===== src/common/irq_pkg.sv =====
`default_nettype none

package irq_pkg;

	// ##################################################
	// Register map, low address byte
	// ##################################################
	localparam logic [7:0] addr_div  = 8'h04;
	localparam logic [7:0] addr_tima = 8'h05;
	localparam logic [7:0] addr_tma  = 8'h06;
	localparam logic [7:0] addr_tac  = 8'h07;
	localparam logic [7:0] addr_if   = 8'h0F;
	localparam logic [7:0] addr_ie   = 8'hFF;

	// ##################################################
	// Request bit positions in IF and IE
	// ##################################################
	localparam int irq_vblank = 0;
	localparam int irq_stat   = 1;
	localparam int irq_timer  = 2;
	localparam int irq_serial = 3;
	localparam int irq_joypad = 4;

	typedef struct packed {
		logic [2:0] unused;
		logic       joypad;
		logic       serial;
		logic       timer;
		logic       stat;
		logic       vblank;
	} irq_bits_t;

	// Same byte seen as a register value or as per-source flags
	typedef union packed {
		logic [7:0] raw;
		irq_bits_t  bits;
	} irq_word_u;

	typedef struct packed {
		logic       psel;
		logic       penable;
		logic       pwrite;
		logic [7:0] paddr;
		logic [7:0] pwdata;
	} apb_req_t;

	typedef struct packed {
		logic       hit; // Address is one of the timer registers
		logic [7:0] rdata;
	} timer_rsp_t;

endpackage

`default_nettype wire

===== src/rtl/irq_top.sv =====
`timescale 1ns/1ps
`default_nettype none

module irq_top #(
	parameter int joy_sync_stages = 4
) (
	input  logic       boga1mhz,
	input  logic       rst_n,
	input  logic       psel,
	input  logic       penable,
	input  logic       pwrite,
	input  logic [7:0] paddr,
	input  logic [7:0] pwdata,
	output logic [7:0] prdata,
	output logic       pready,
	output logic       pslverr,
	input  logic       p10,
	input  logic       p11,
	input  logic       p12,
	input  logic       p13,
	input  logic       int_vbl,
	input  logic       int_stat,
	input  logic       int_serial,
	input  logic [4:0] irq_ack,
	output logic [4:0] pending,
	output logic       wake
);

	import irq_pkg::*;

	apb_req_t   apb;
	timer_rsp_t timer_rsp;
	logic       timer_req;
	logic       joy_req;

	// APB port bundle
	assign apb.psel    = psel;
	assign apb.penable = penable;
	assign apb.pwrite  = pwrite;
	assign apb.paddr   = paddr;
	assign apb.pwdata  = pwdata;

	// ##################################################
	// Request sources
	// ##################################################
	joypad_irq #(
		.joy_sync_stages(joy_sync_stages)
	) u_joypad (
		.boga1mhz (boga1mhz),
		.rst_n    (rst_n),
		.p10      (p10),
		.p11      (p11),
		.p12      (p12),
		.p13      (p13),
		.joy_req  (joy_req),
		.wake     (wake)
	);

	timer_unit u_timer (
		.boga1mhz  (boga1mhz),
		.rst_n     (rst_n),
		.apb       (apb),
		.rsp       (timer_rsp),
		.timer_req (timer_req)
	);

	// ##################################################
	// IF / IE flag block
	// ##################################################
	interrupt_flags u_flags (
		.boga1mhz   (boga1mhz),
		.rst_n      (rst_n),
		.apb        (apb),
		.rsp        (timer_rsp),
		.int_vbl    (int_vbl),
		.int_stat   (int_stat),
		.int_serial (int_serial),
		.timer_req  (timer_req),
		.joy_req    (joy_req),
		.irq_ack    (irq_ack),
		.pending    (pending),
		.prdata     (prdata),
		.pready     (pready),
		.pslverr    (pslverr)
	);

endmodule

`default_nettype wire


===== src/interrupts/interrupt_flags.sv =====
`timescale 1ns/1ps
`default_nettype none

module interrupt_flags (
	input  logic                boga1mhz,
	input  logic                rst_n,
	input  irq_pkg::apb_req_t   apb,
	input  irq_pkg::timer_rsp_t rsp,
	input  logic                int_vbl,
	input  logic                int_stat,
	input  logic                int_serial,
	input  logic                timer_req,
	input  logic                joy_req,
	input  logic [4:0]          irq_ack,
	output logic [4:0]          pending,
	output logic [7:0]          prdata,
	output logic                pready,
	output logic                pslverr
);

	import irq_pkg::*;

	irq_word_u  req_w;
	irq_word_u  clr_w;
	irq_word_u  wr_w;
	irq_bits_t  if_q;
	irq_bits_t  if_d;
	logic [7:0] ie_q;
	logic       access;
	logic       wr_en;
	logic       if_wr;
	logic       ie_wr;
	logic       hit;
	logic [7:0] rdata;

	assign access = apb.psel && apb.penable;
	assign wr_en  = access && apb.pwrite;
	assign if_wr  = wr_en && (apb.paddr == addr_if);
	assign ie_wr  = wr_en && (apb.paddr == addr_ie);

	// ##################################################
	// Request set, acknowledge clear, CPU write
	// ##################################################
	always_comb begin
		req_w             = '0;
		req_w.bits.vblank = int_vbl;
		req_w.bits.stat   = int_stat;
		req_w.bits.timer  = timer_req;
		req_w.bits.serial = int_serial;
		req_w.bits.joypad = joy_req;

		clr_w             = '0;
		clr_w.bits.vblank = irq_ack[irq_vblank];
		clr_w.bits.stat   = irq_ack[irq_stat];
		clr_w.bits.timer  = irq_ack[irq_timer];
		clr_w.bits.serial = irq_ack[irq_serial];
		clr_w.bits.joypad = irq_ack[irq_joypad];

		wr_w.raw = apb.pwdata;
	end

	always_comb begin
		if (if_wr)
			if_d = wr_w.bits;
		else
			if_d = if_q & ~clr_w.bits;
		if_d        = if_d | req_w.bits; // Requests override ack and write
		if_d.unused = 3'b000;
	end

	always_ff @(posedge boga1mhz or negedge rst_n) begin
		if (!rst_n) begin
			if_q <= '0;
			ie_q <= '0;
		end else begin
			if_q <= if_d;
			if (ie_wr)
				ie_q <= wr_w.raw;
		end
	end

	assign pending = if_q[4:0] & ie_q[4:0];

	// ##################################################
	// APB read mux and error response
	// ##################################################
	always_comb begin
		hit   = 1'b1;
		rdata = 8'h00;
		case (apb.paddr)
			addr_if: rdata = {3'b111, if_q[4:0]}; // Upper bits read as ones
			addr_ie: rdata = ie_q;
			default: begin
				if (rsp.hit)
					rdata = rsp.rdata;
				else
					hit = 1'b0;
			end
		endcase
	end

	assign prdata  = access ? rdata : 8'h00;
	assign pready  = access; // No wait states
	assign pslverr = access && !hit;

	a_no_wait: assert property (
		@(posedge boga1mhz) disable iff (!rst_n)
		(apb.psel && apb.penable) |-> pready
	);

endmodule

`default_nettype wire


===== src/timer/timer_unit.sv =====
`timescale 1ns/1ps
`default_nettype none

module timer_unit (
	input  logic                boga1mhz,
	input  logic                rst_n,
	input  irq_pkg::apb_req_t   apb,
	output irq_pkg::timer_rsp_t rsp,
	output logic                timer_req
);

	import irq_pkg::*;

	logic [15:0] div_q;
	logic [7:0]  tima_q;
	logic [7:0]  tma_q;
	logic [2:0]  tac_q;
	logic        sel_bit;
	logic        sel_q;
	logic        tick;
	logic        overflow;
	logic        wr_en;
	logic        wr_div;
	logic        wr_tima;
	logic        wr_tma;
	logic        wr_tac;

	assign wr_en   = apb.psel && apb.penable && apb.pwrite;
	assign wr_div  = wr_en && (apb.paddr == addr_div);
	assign wr_tima = wr_en && (apb.paddr == addr_tima);
	assign wr_tma  = wr_en && (apb.paddr == addr_tma);
	assign wr_tac  = wr_en && (apb.paddr == addr_tac);

	// ##################################################
	// Divider tap select and falling edge detect
	// ##################################################
	always_comb begin
		case (tac_q[1:0])
			2'd0: sel_bit = div_q[9];
			2'd1: sel_bit = div_q[3];
			2'd2: sel_bit = div_q[5];
			default: sel_bit = div_q[7];
		endcase
		sel_bit = sel_bit && tac_q[2]; // Enable gates the tap
	end

	assign tick     = sel_q && !sel_bit;
	assign overflow = tick && (tima_q == 8'hFF) && !wr_tima; // CPU write to TIMA takes priority

	always_ff @(posedge boga1mhz or negedge rst_n) begin
		if (!rst_n) begin
			div_q     <= '0;
			sel_q     <= 1'b0;
			timer_req <= 1'b0;
		end else begin
			sel_q     <= sel_bit;
			timer_req <= overflow;
			if (wr_div)
				div_q <= '0; // Any DIV write clears all 16 bits
			else
				div_q <= div_q + 16'd1;
		end
	end

	always_ff @(posedge boga1mhz or negedge rst_n) begin
		if (!rst_n) begin
			tima_q <= '0;
			tma_q  <= '0;
			tac_q  <= '0;
		end else begin
			if (wr_tma)
				tma_q <= apb.pwdata;
			if (wr_tac)
				tac_q <= apb.pwdata[2:0];
			if (wr_tima)
				tima_q <= apb.pwdata;
			else if (overflow)
				tima_q <= wr_tma ? apb.pwdata : tma_q; // Reload sees a TMA write in flight
			else if (tick)
				tima_q <= tima_q + 8'd1;
		end
	end

	// ##################################################
	// Register read decode
	// ##################################################
	always_comb begin
		rsp.hit   = 1'b1;
		rsp.rdata = 8'h00;
		case (apb.paddr)
			addr_div:  rsp.rdata = div_q[15:8];
			addr_tima: rsp.rdata = tima_q;
			addr_tma:  rsp.rdata = tma_q;
			addr_tac:  rsp.rdata = {5'b00000, tac_q};
			default:   rsp.hit   = 1'b0;
		endcase
	end

	// Request cycle follows a reload from TMA
	a_req_reloaded: assert property (
		@(posedge boga1mhz) disable iff (!rst_n)
		timer_req |-> (tima_q == tma_q)
	);

endmodule

`default_nettype wire


===== src/rtl/joypad_irq.sv =====
`timescale 1ns/1ps
`default_nettype none

module joypad_irq #(
	parameter int joy_sync_stages = 4
) (
	input  logic boga1mhz,
	input  logic rst_n,
	input  logic p10,
	input  logic p11,
	input  logic p12,
	input  logic p13,
	output logic joy_req,
	output logic wake
);

	logic                       pressed;
	logic [joy_sync_stages-1:0] sync_q;
	logic                       last_q;

	assign pressed = !(p10 && p11 && p12 && p13); // Any line pulled low

	// ##################################################
	// Synchronizer and filter chain
	// ##################################################
	always_ff @(posedge boga1mhz or negedge rst_n) begin
		if (!rst_n) begin
			sync_q <= '0;
			last_q <= 1'b0;
		end else begin
			sync_q <= {sync_q[joy_sync_stages-2:0], pressed};
			last_q <= sync_q[joy_sync_stages-1]; // Previous value of last stage
		end
	end

	assign joy_req = sync_q[joy_sync_stages-1] && !last_q; // Rising edge of last stage
	assign wake    = sync_q[0];

	// One press yields a single request cycle
	a_joy_req_single: assert property (
		@(posedge boga1mhz) disable iff (!rst_n)
		joy_req |=> !joy_req
	);

endmodule

`default_nettype wire


===== config.mk =====
export PLATFORM = sky130hd
export DESIGN_NAME = irq_top
export DESIGN_NICKNAME = d
export VERILOG_FILES = /design/src/common/irq_pkg.sv /design/src/rtl/irq_top.sv /design/src/interrupts/interrupt_flags.sv /design/src/timer/timer_unit.sv /design/src/rtl/joypad_irq.sv
export SDC_FILE = /design/constraint.sdc
export NUM_CORES = 1
export LEC_CHECK = 0
export BUFFER_PORTS_ARGS = -buffer_cell sky130_fd_sc_hd__buf_2
export CORE_ASPECT_RATIO = 1.75
export CORE_MARGIN = 8
export CORE_UTILIZATION = 55
export CTS_CLUSTER_DIAMETER = 80
export DETAILED_ROUTE_END_ITERATION = 16
export GPL_TIMING_DRIVEN = 0
export PLACE_DENSITY = 0.77
export SLEW_MARGIN = 0
export SYNTH_ARGS = -nofsm -noshare
export SYNTH_HDL_FRONTEND = slang
export SYNTH_SLANG_ARGS = --single-unit

===== constraint.sdc =====
create_clock -name boga1mhz -period 5.25 [get_ports boga1mhz]
set_input_delay 0.525 -clock boga1mhz [delete_from_list [all_inputs] [get_ports boga1mhz]]
set_output_delay 0.525 -clock boga1mhz [all_outputs]
set_load 0.03 [all_outputs]

# After elaboration in Yosys (flattened, before gate mapping)
# Cells that the tools add are included.
# word_totals
regBits,55
out_inout_bits,16
elab_cells,69
# classes
add_sub_neg,2
n_eq_ne,9
muxes,14
bitwise,4
n_reduce_logical,26
# ops
cell,n
8-bit 2-to-1 mux,6
8-bit by 3-bit equality test with 1-bit output (second input constant),4
8-bit one-hot mux with 4 select lines,1
1-bit logical AND,17
16-bit by 1-bit adder with 16-bit output (second input constant),1
8-bit equality test (second input constant),2
16-bit 2-to-1 mux,1
8-bit one-hot mux with 2 select lines,1
5-bit AND,2
8-bit by 1-bit adder with 8-bit output (second input constant),1
8-bit by 4-bit equality test with 1-bit output (second input constant),1
1-bit logical NOT,5
5-bit 2-to-1 mux,1
5-bit NOT,1
5-bit bitwise OR,1
4-bit OR reduction,1
1-bit 2-to-1 mux,3
1-bit one-hot mux with 3 select lines,1
3-bit nonzero test,1
2-bit by 1-bit equality test with 1-bit output (second input constant),1
2-bit equality test (second input constant),1
2-bit logical NOT,1
2-bit OR reduction,1

# Longest topological paths before layout
# logic_depth
word_depth,9
ltp_mapped,7
mapped_depth_nobuf,6

# Hierarchy
# A second synthesis with hierarchy kept.
# hier_totals
hier_cells,289
hier_area_um2,3010.4
# modules_own_cells
mod,instances,cells_per_inst,area_each_um2,seq_area_each_um2
timer_unit,1,201,2060.7,925.9
interrupt_flags,1,81,804.5,325.3
joypad_irq,1,7,145.1,125.1

# Worst setup path before layout
# Ideal clock, no wire load.
# synth_path
kind,input-to-output
start,input port paddr[7]
end,output port prdata[5]
arrival_time_ps,2425
required_ps,4725
path_slack_ps,2300
stages,5
path_cell_list,nor4_4 nand2_1 nor3_1 a221oi_1 nor3_1
# synth_via
elab_chain_cells,6
elab_cells_between_ends,12
cone_classes,6 x eq/ne; 5 x mux; 1 x reduce/logical
# synth_lines
element,line,rtl
start: declaration,irq_top.sv:12,"input logic [7:0] paddr,"
8-bit by 3-bit equality test with 1-bit output,timer_unit.sv:90,case (apb.paddr)
4-bit OR reduction (no line),--,
1-bit 2-to-1 mux,timer_unit.sv:90,
8-bit 2-to-1 mux,interrupt_flags.sv:94,if (rsp.hit)
8-bit one-hot mux with 2 select lines (*),interrupt_flags.sv:90,case (apb.paddr)
8-bit 2-to-1 mux (*),interrupt_flags.sv:102,assign prdata = access ? rdata : 8'h00;
end: declaration,irq_top.sv:14,"output logic [7:0] prdata,"
# Every way passes the cells marked *; elsewhere a longest branch is shown, timed or not.

# Worst setup path in the final report
# layout_path
start,input port paddr[7]
end,output port prdata[1]
# The elaborated chain is that of the path after synthesis.

==> impl_results.rst <==
.. list-table::
   :header-rows: 1

   * - Metric
     - Value
   * - Root buffer cell
     - clkbuf_8
   * - Clock slew at reported path FFs
     - 0.10 ns
   * - Layer with the highest usage
     - met2
   * - Maximum operating frequency
     - 0.306 GHz
   * - Worst Setup End Kind
     - primary output
   * - Leading cell types in the layout, fill and taps excluded
     - 55 x dfrtp_1, 48 x buf_2, 26 x nor2_1
   * - Die height
     - 112 microns
   * - Chip width
     - 71.0 microns
   * - Later-pin clock latency in the skew report
     - 0.31 ns
   * - CTS tree
     - built
   * - Overflow after GRT
     - 0
   * - TritonCTS sink count
     - 55
   * - Reg-to-Reg Start
     - u_timer.tima_q[0]$_DFFE_PN0P_
   * - Cell class contributing the biggest share of worst-path delay
     - simple AND/OR/NAND/NOR gates
   * - Min-Delay Path Class
     - reg2reg
   * - Critical path fanouts, max
     - 8
   * - Status
     - finished, final reports clean
   * - Detailed-router iteration count before antenna repair
     - 7
   * - Routing usage on met1
     - 20.1%
   * - Origin of the worst min-delay path
     - u_joypad.sync_q[2]$_DFF_PN0_
   * - Area added between synthesis and finish
     - 13.4%
   * - DRC violations left
     - 0
   * - Worst slew pin tran
     - 1.19 ns
   * - Peak supply drop
     - 0.179 mV
   * - Start point of the critical path
     - paddr[7]
   * - Path depth of the worst reg2reg path
     - 6
   * - Time the final worst path needs with I/O delays and setup
     - 3.27 ns
   * - Relative slew slack
     - 20.3%
   * - RSZ-0062 raised after global routing
     - no
   * - Number of buffers and inverters on the critical path
     - 2
   * - Clk network pwr share
     - 29.2%
   * - Proportion of synthesized flip-flops having asynchronous set or reset
     - 100%
   * - Core ar.
     - 5210 sq um
   * - Cell type with the highest aggregate area in the netlist
     - dfrtp_1
   * - Post-route antenna net violation count
     - 0
   * - Required time at the worst-slack endpoint
     - 4.72 ns
   * - Arrival time at the worst endpoint
     - 2.74 ns
   * - Count of routing violations after the opening detailed-route iteration
     - 174
   * - Critical Path Most Common Cell
     - buf_2
   * - Post-detailed-route via-to-cell ratio
     - 6.18
   * - Worst clock skew
     - 0.00619 ns
   * - Share of the synthesized area in the top cell type
     - 47.2%
   * - Initial cell density of the core
     - 56.0%
   * - Die area
     - 7980 sq um
   * - Overall power of the completed layout
     - 823 uW
   * - Met3 Resource Use GR
     - 2.95%
   * - Reg2Reg Setup Slack
     - 3.12 ns
   * - Port-buffer cells
     - 46
   * - Logic pwr share
     - 11.1%
   * - Num ports
     - 49
   * - DP Area
     - 3220 sq um
   * - Portion of total power attributed to sequential cells
     - 59.7%
   * - Period Utilization, post-route
     - 62.2%
   * - Routability cong.
     - 0.881
   * - GRT Overall Usage
     - 18.6%
   * - Met2 capacity usage during global routing
     - 34.7%
   * - Dominant register cell in the synthesized netlist
     - dfrtp_1
   * - Proportion of synthesized chip area in sequential cells
     - 47.2%
   * - Worst-case hold slack
     - 0.363 ns
   * - Leading cell type in the layout, fill and taps excluded
     - dfrtp_1
   * - Fin. Hold Viols
     - 0
   * - Depth of the CTS H-tree
     - 2
   * - Fin nets
     - 365
   * - Core Rows
     - 35
   * - Final core area utilization
     - 63.5%
   * - Static leakage
     - 0.00157 uW
   * - Share of total power consumed by net switching
     - 28.0%
   * - Share of layout cells above drive strength 1
     - 28.4%
   * - Initial antenna violation count
     - 0
   * - Maximum clock path buffer count
     - 2
   * - Slowest cell delay on critical path
     - 0.81 ns
   * - Via count
     - 2385
   * - Internal power of the cells
     - 592 uW
   * - Ordered list of cells on the worst path
     - buf_2 > nor4_4 > nand2_1 > nor3_1 > a222oi_1 > a21oi_1 > buf_2
   * - TNS Setup
     - 0 ns
   * - Area of the mapped netlist
     - 2920 sq um
   * - Post-cts repair resize count
     - 0
   * - Estimated wirelength of the detail-placed design
     - 5480 microns
   * - Critical-path cell with the highest stage delay
     - nor3_1
   * - Count of distinct cell types in the synthesized netlist
     - 48
   * - Final Max Tran Viols
     - 0
   * - Max_cap viols
     - 0
   * - Synth Register Bits
     - 55
   * - P_sw
     - 230 uW
   * - Number of synthesized flops with an enable pin
     - 0
   * - Global-route wire length before repair
     - 11900 microns
   * - # diodes
     - 0
   * - Post-detailed-routing wire length
     - 7120 microns
   * - Net count after synthesis
     - 312
   * - TritonCTS Buffers
     - 5
   * - Instance count on the critical path
     - 7
   * - Termination of the worst setup path
     - prdata[1]
   * - Finish-stage setup viols
     - 0
   * - Pin count of the biggest net entering global routing
     - 56
   * - Hold-fix buffers, CTS
     - 0
   * - Ranking of synthesized cells by area
     - dfrtp_1 47%, mux2_2 9.3%, nor2_1 3.3%
   * - Number of cells produced by synthesis
     - 277
   * - Number of warning messages in the yosys log
     - 0
   * - Final standard cell area without fillers
     - 3310 sq um
   * - Mean area per synthesized cell
     - 10.5 sq um
   * - Critical path class
     - in2out
   * - Number of global-route vias before repair
     - 2444
   * - Routed length per placed instance
     - 18.4 microns
   * - Worst reg2reg endpoint
     - u_timer.tima_q[4]$_DFFE_PN0P_
   * - Kind of launch point of the worst setup path
     - primary input
   * - Pwr/cell area
     - 249 nW/um^2
   * - Number of post-CTS setup repair buffers
     - 0
kinds of logic after synthesis:
group | after synthesis | synth area share [%]
and+or+nand+nor | 112 | 22.1
AOI/OAI and AO/OA | 55 | 13.4
DFF | 55 | 47.2
muxes | 27 | 10.3
xor gates and xnor gates | 14 | 4.20
buffers and inverters | 12 | 2.02
adders and majority gates | 2 | 0.858
worst min path at each step:
| stage | to | slack, ns | cells past startpoint |
|---|---|---|---|
| 2_1_floorplan | u_flags.ie_q[0]$_DFFE_PN0P_ | 0.23 | 0 |
| 5_1_grt | u_joypad.sync_q[3]$_DFF_PN0_ | 0.37 | 0 |
| 3_3_place_gp | u_joypad.sync_q[3]$_DFF_PN0_ | 0.34 | 0 |
| 3_5_place_dp | u_joypad.sync_q[3]$_DFF_PN0_ | 0.34 | 0 |
| 6_report | u_joypad.sync_q[3]$_DFF_PN0_ | 0.36 | 0 |
| 4_1_cts | u_joypad.sync_q[3]$_DFF_PN0_ | 0.37 | 0 |
cells in the mapped netlist, types with 2 or more instances:
| master | n |
|---|---|
| nand2_1 | 19 |
| ha_1 | 2 |
| a22oi_1 | 2 |
| nor2_1 | 26 |
| xnor2_1 | 4 |
| o211ai_1 | 2 |
| a21oi_1 | 14 |
| nor3b_1 | 7 |
| nor2b_1 | 5 |
| dfrtp_1 | 55 |
| or3_1 | 3 |
| and4_1 | 2 |
| nor3_1 | 5 |
| mux2i_1 | 3 |
| inv_1 | 4 |
| nand4_1 | 7 |
| clkbuf_1 | 3 |
| a221o_1 | 3 |
| buf_4 | 3 |
| a22o_1 | 6 |
| a211oi_1 | 2 |
| a222oi_1 | 3 |
| buf_2 | 2 |
| a211o_1 | 5 |
| nand3_1 | 10 |
| and3_1 | 9 |
| a31oi_1 | 2 |
| o21ai_0 | 8 |
| mux2_2 | 24 |
| a221oi_1 | 5 |
| and2_1 | 6 |
| xor2_1 | 10 |
power by group through the flow:
stage                     registers, uW  clock network (uW)  logic [uW]
after detailed placement            499                   0        91.7
after global routing                496                 262         102
final                               491                 241        91.3
after floorplan                     490                   0        56.0
after CTS                           490                 247        92.7
after global placement              497                   0        88.6
layout make-up:
type / instances / area (sq um)
fill: 459 / 1900
inverter: 4 / 15.0
clock buffer: 5 / 68.8
buffer: 8 / 43.8
timing repair buffer: 46 / 230
sequential: 55 / 1380
clock inverter: 3 / 23.8
multi-input combinational: 210 / 1480
tap: 55 / 68.8
state kept, by name, summed over array words and instances (netlist names):
| register | count |
|---|---|
| u_timer.timer_req | 1 |
| u_timer.tac_q | 3 |
| u_joypad.last_q | 1 |
| u_joypad.sync_q | 4 |
| u_timer.div_q | 16 |
| u_timer.tma_q | 8 |
| u_flags.if_q | 5 |
| u_timer.tima_q | 8 |
| u_timer.sel_q | 1 |
| u_flags.ie_q | 8 |
per-layer routing:
layer	part of all wire [%]	routed length (microns)
met2	57	4050
met4	2.3	163
met1	37	2650
met5	0	0
met3	3.6	256
per-stage QoR:
| stage | instances | worst slack [ns] |
|---|---|---|
| floorplan | 277 | 2.30 |
| global placement | 378 | 2.08 |
| detailed placement | 378 | 2.02 |
| CTS | 386 | 2.01 |
| global route | 386 | 1.77 |
| finish | 386 | 1.98 |
No activity file was read; power rests on OpenSTA's default activity.
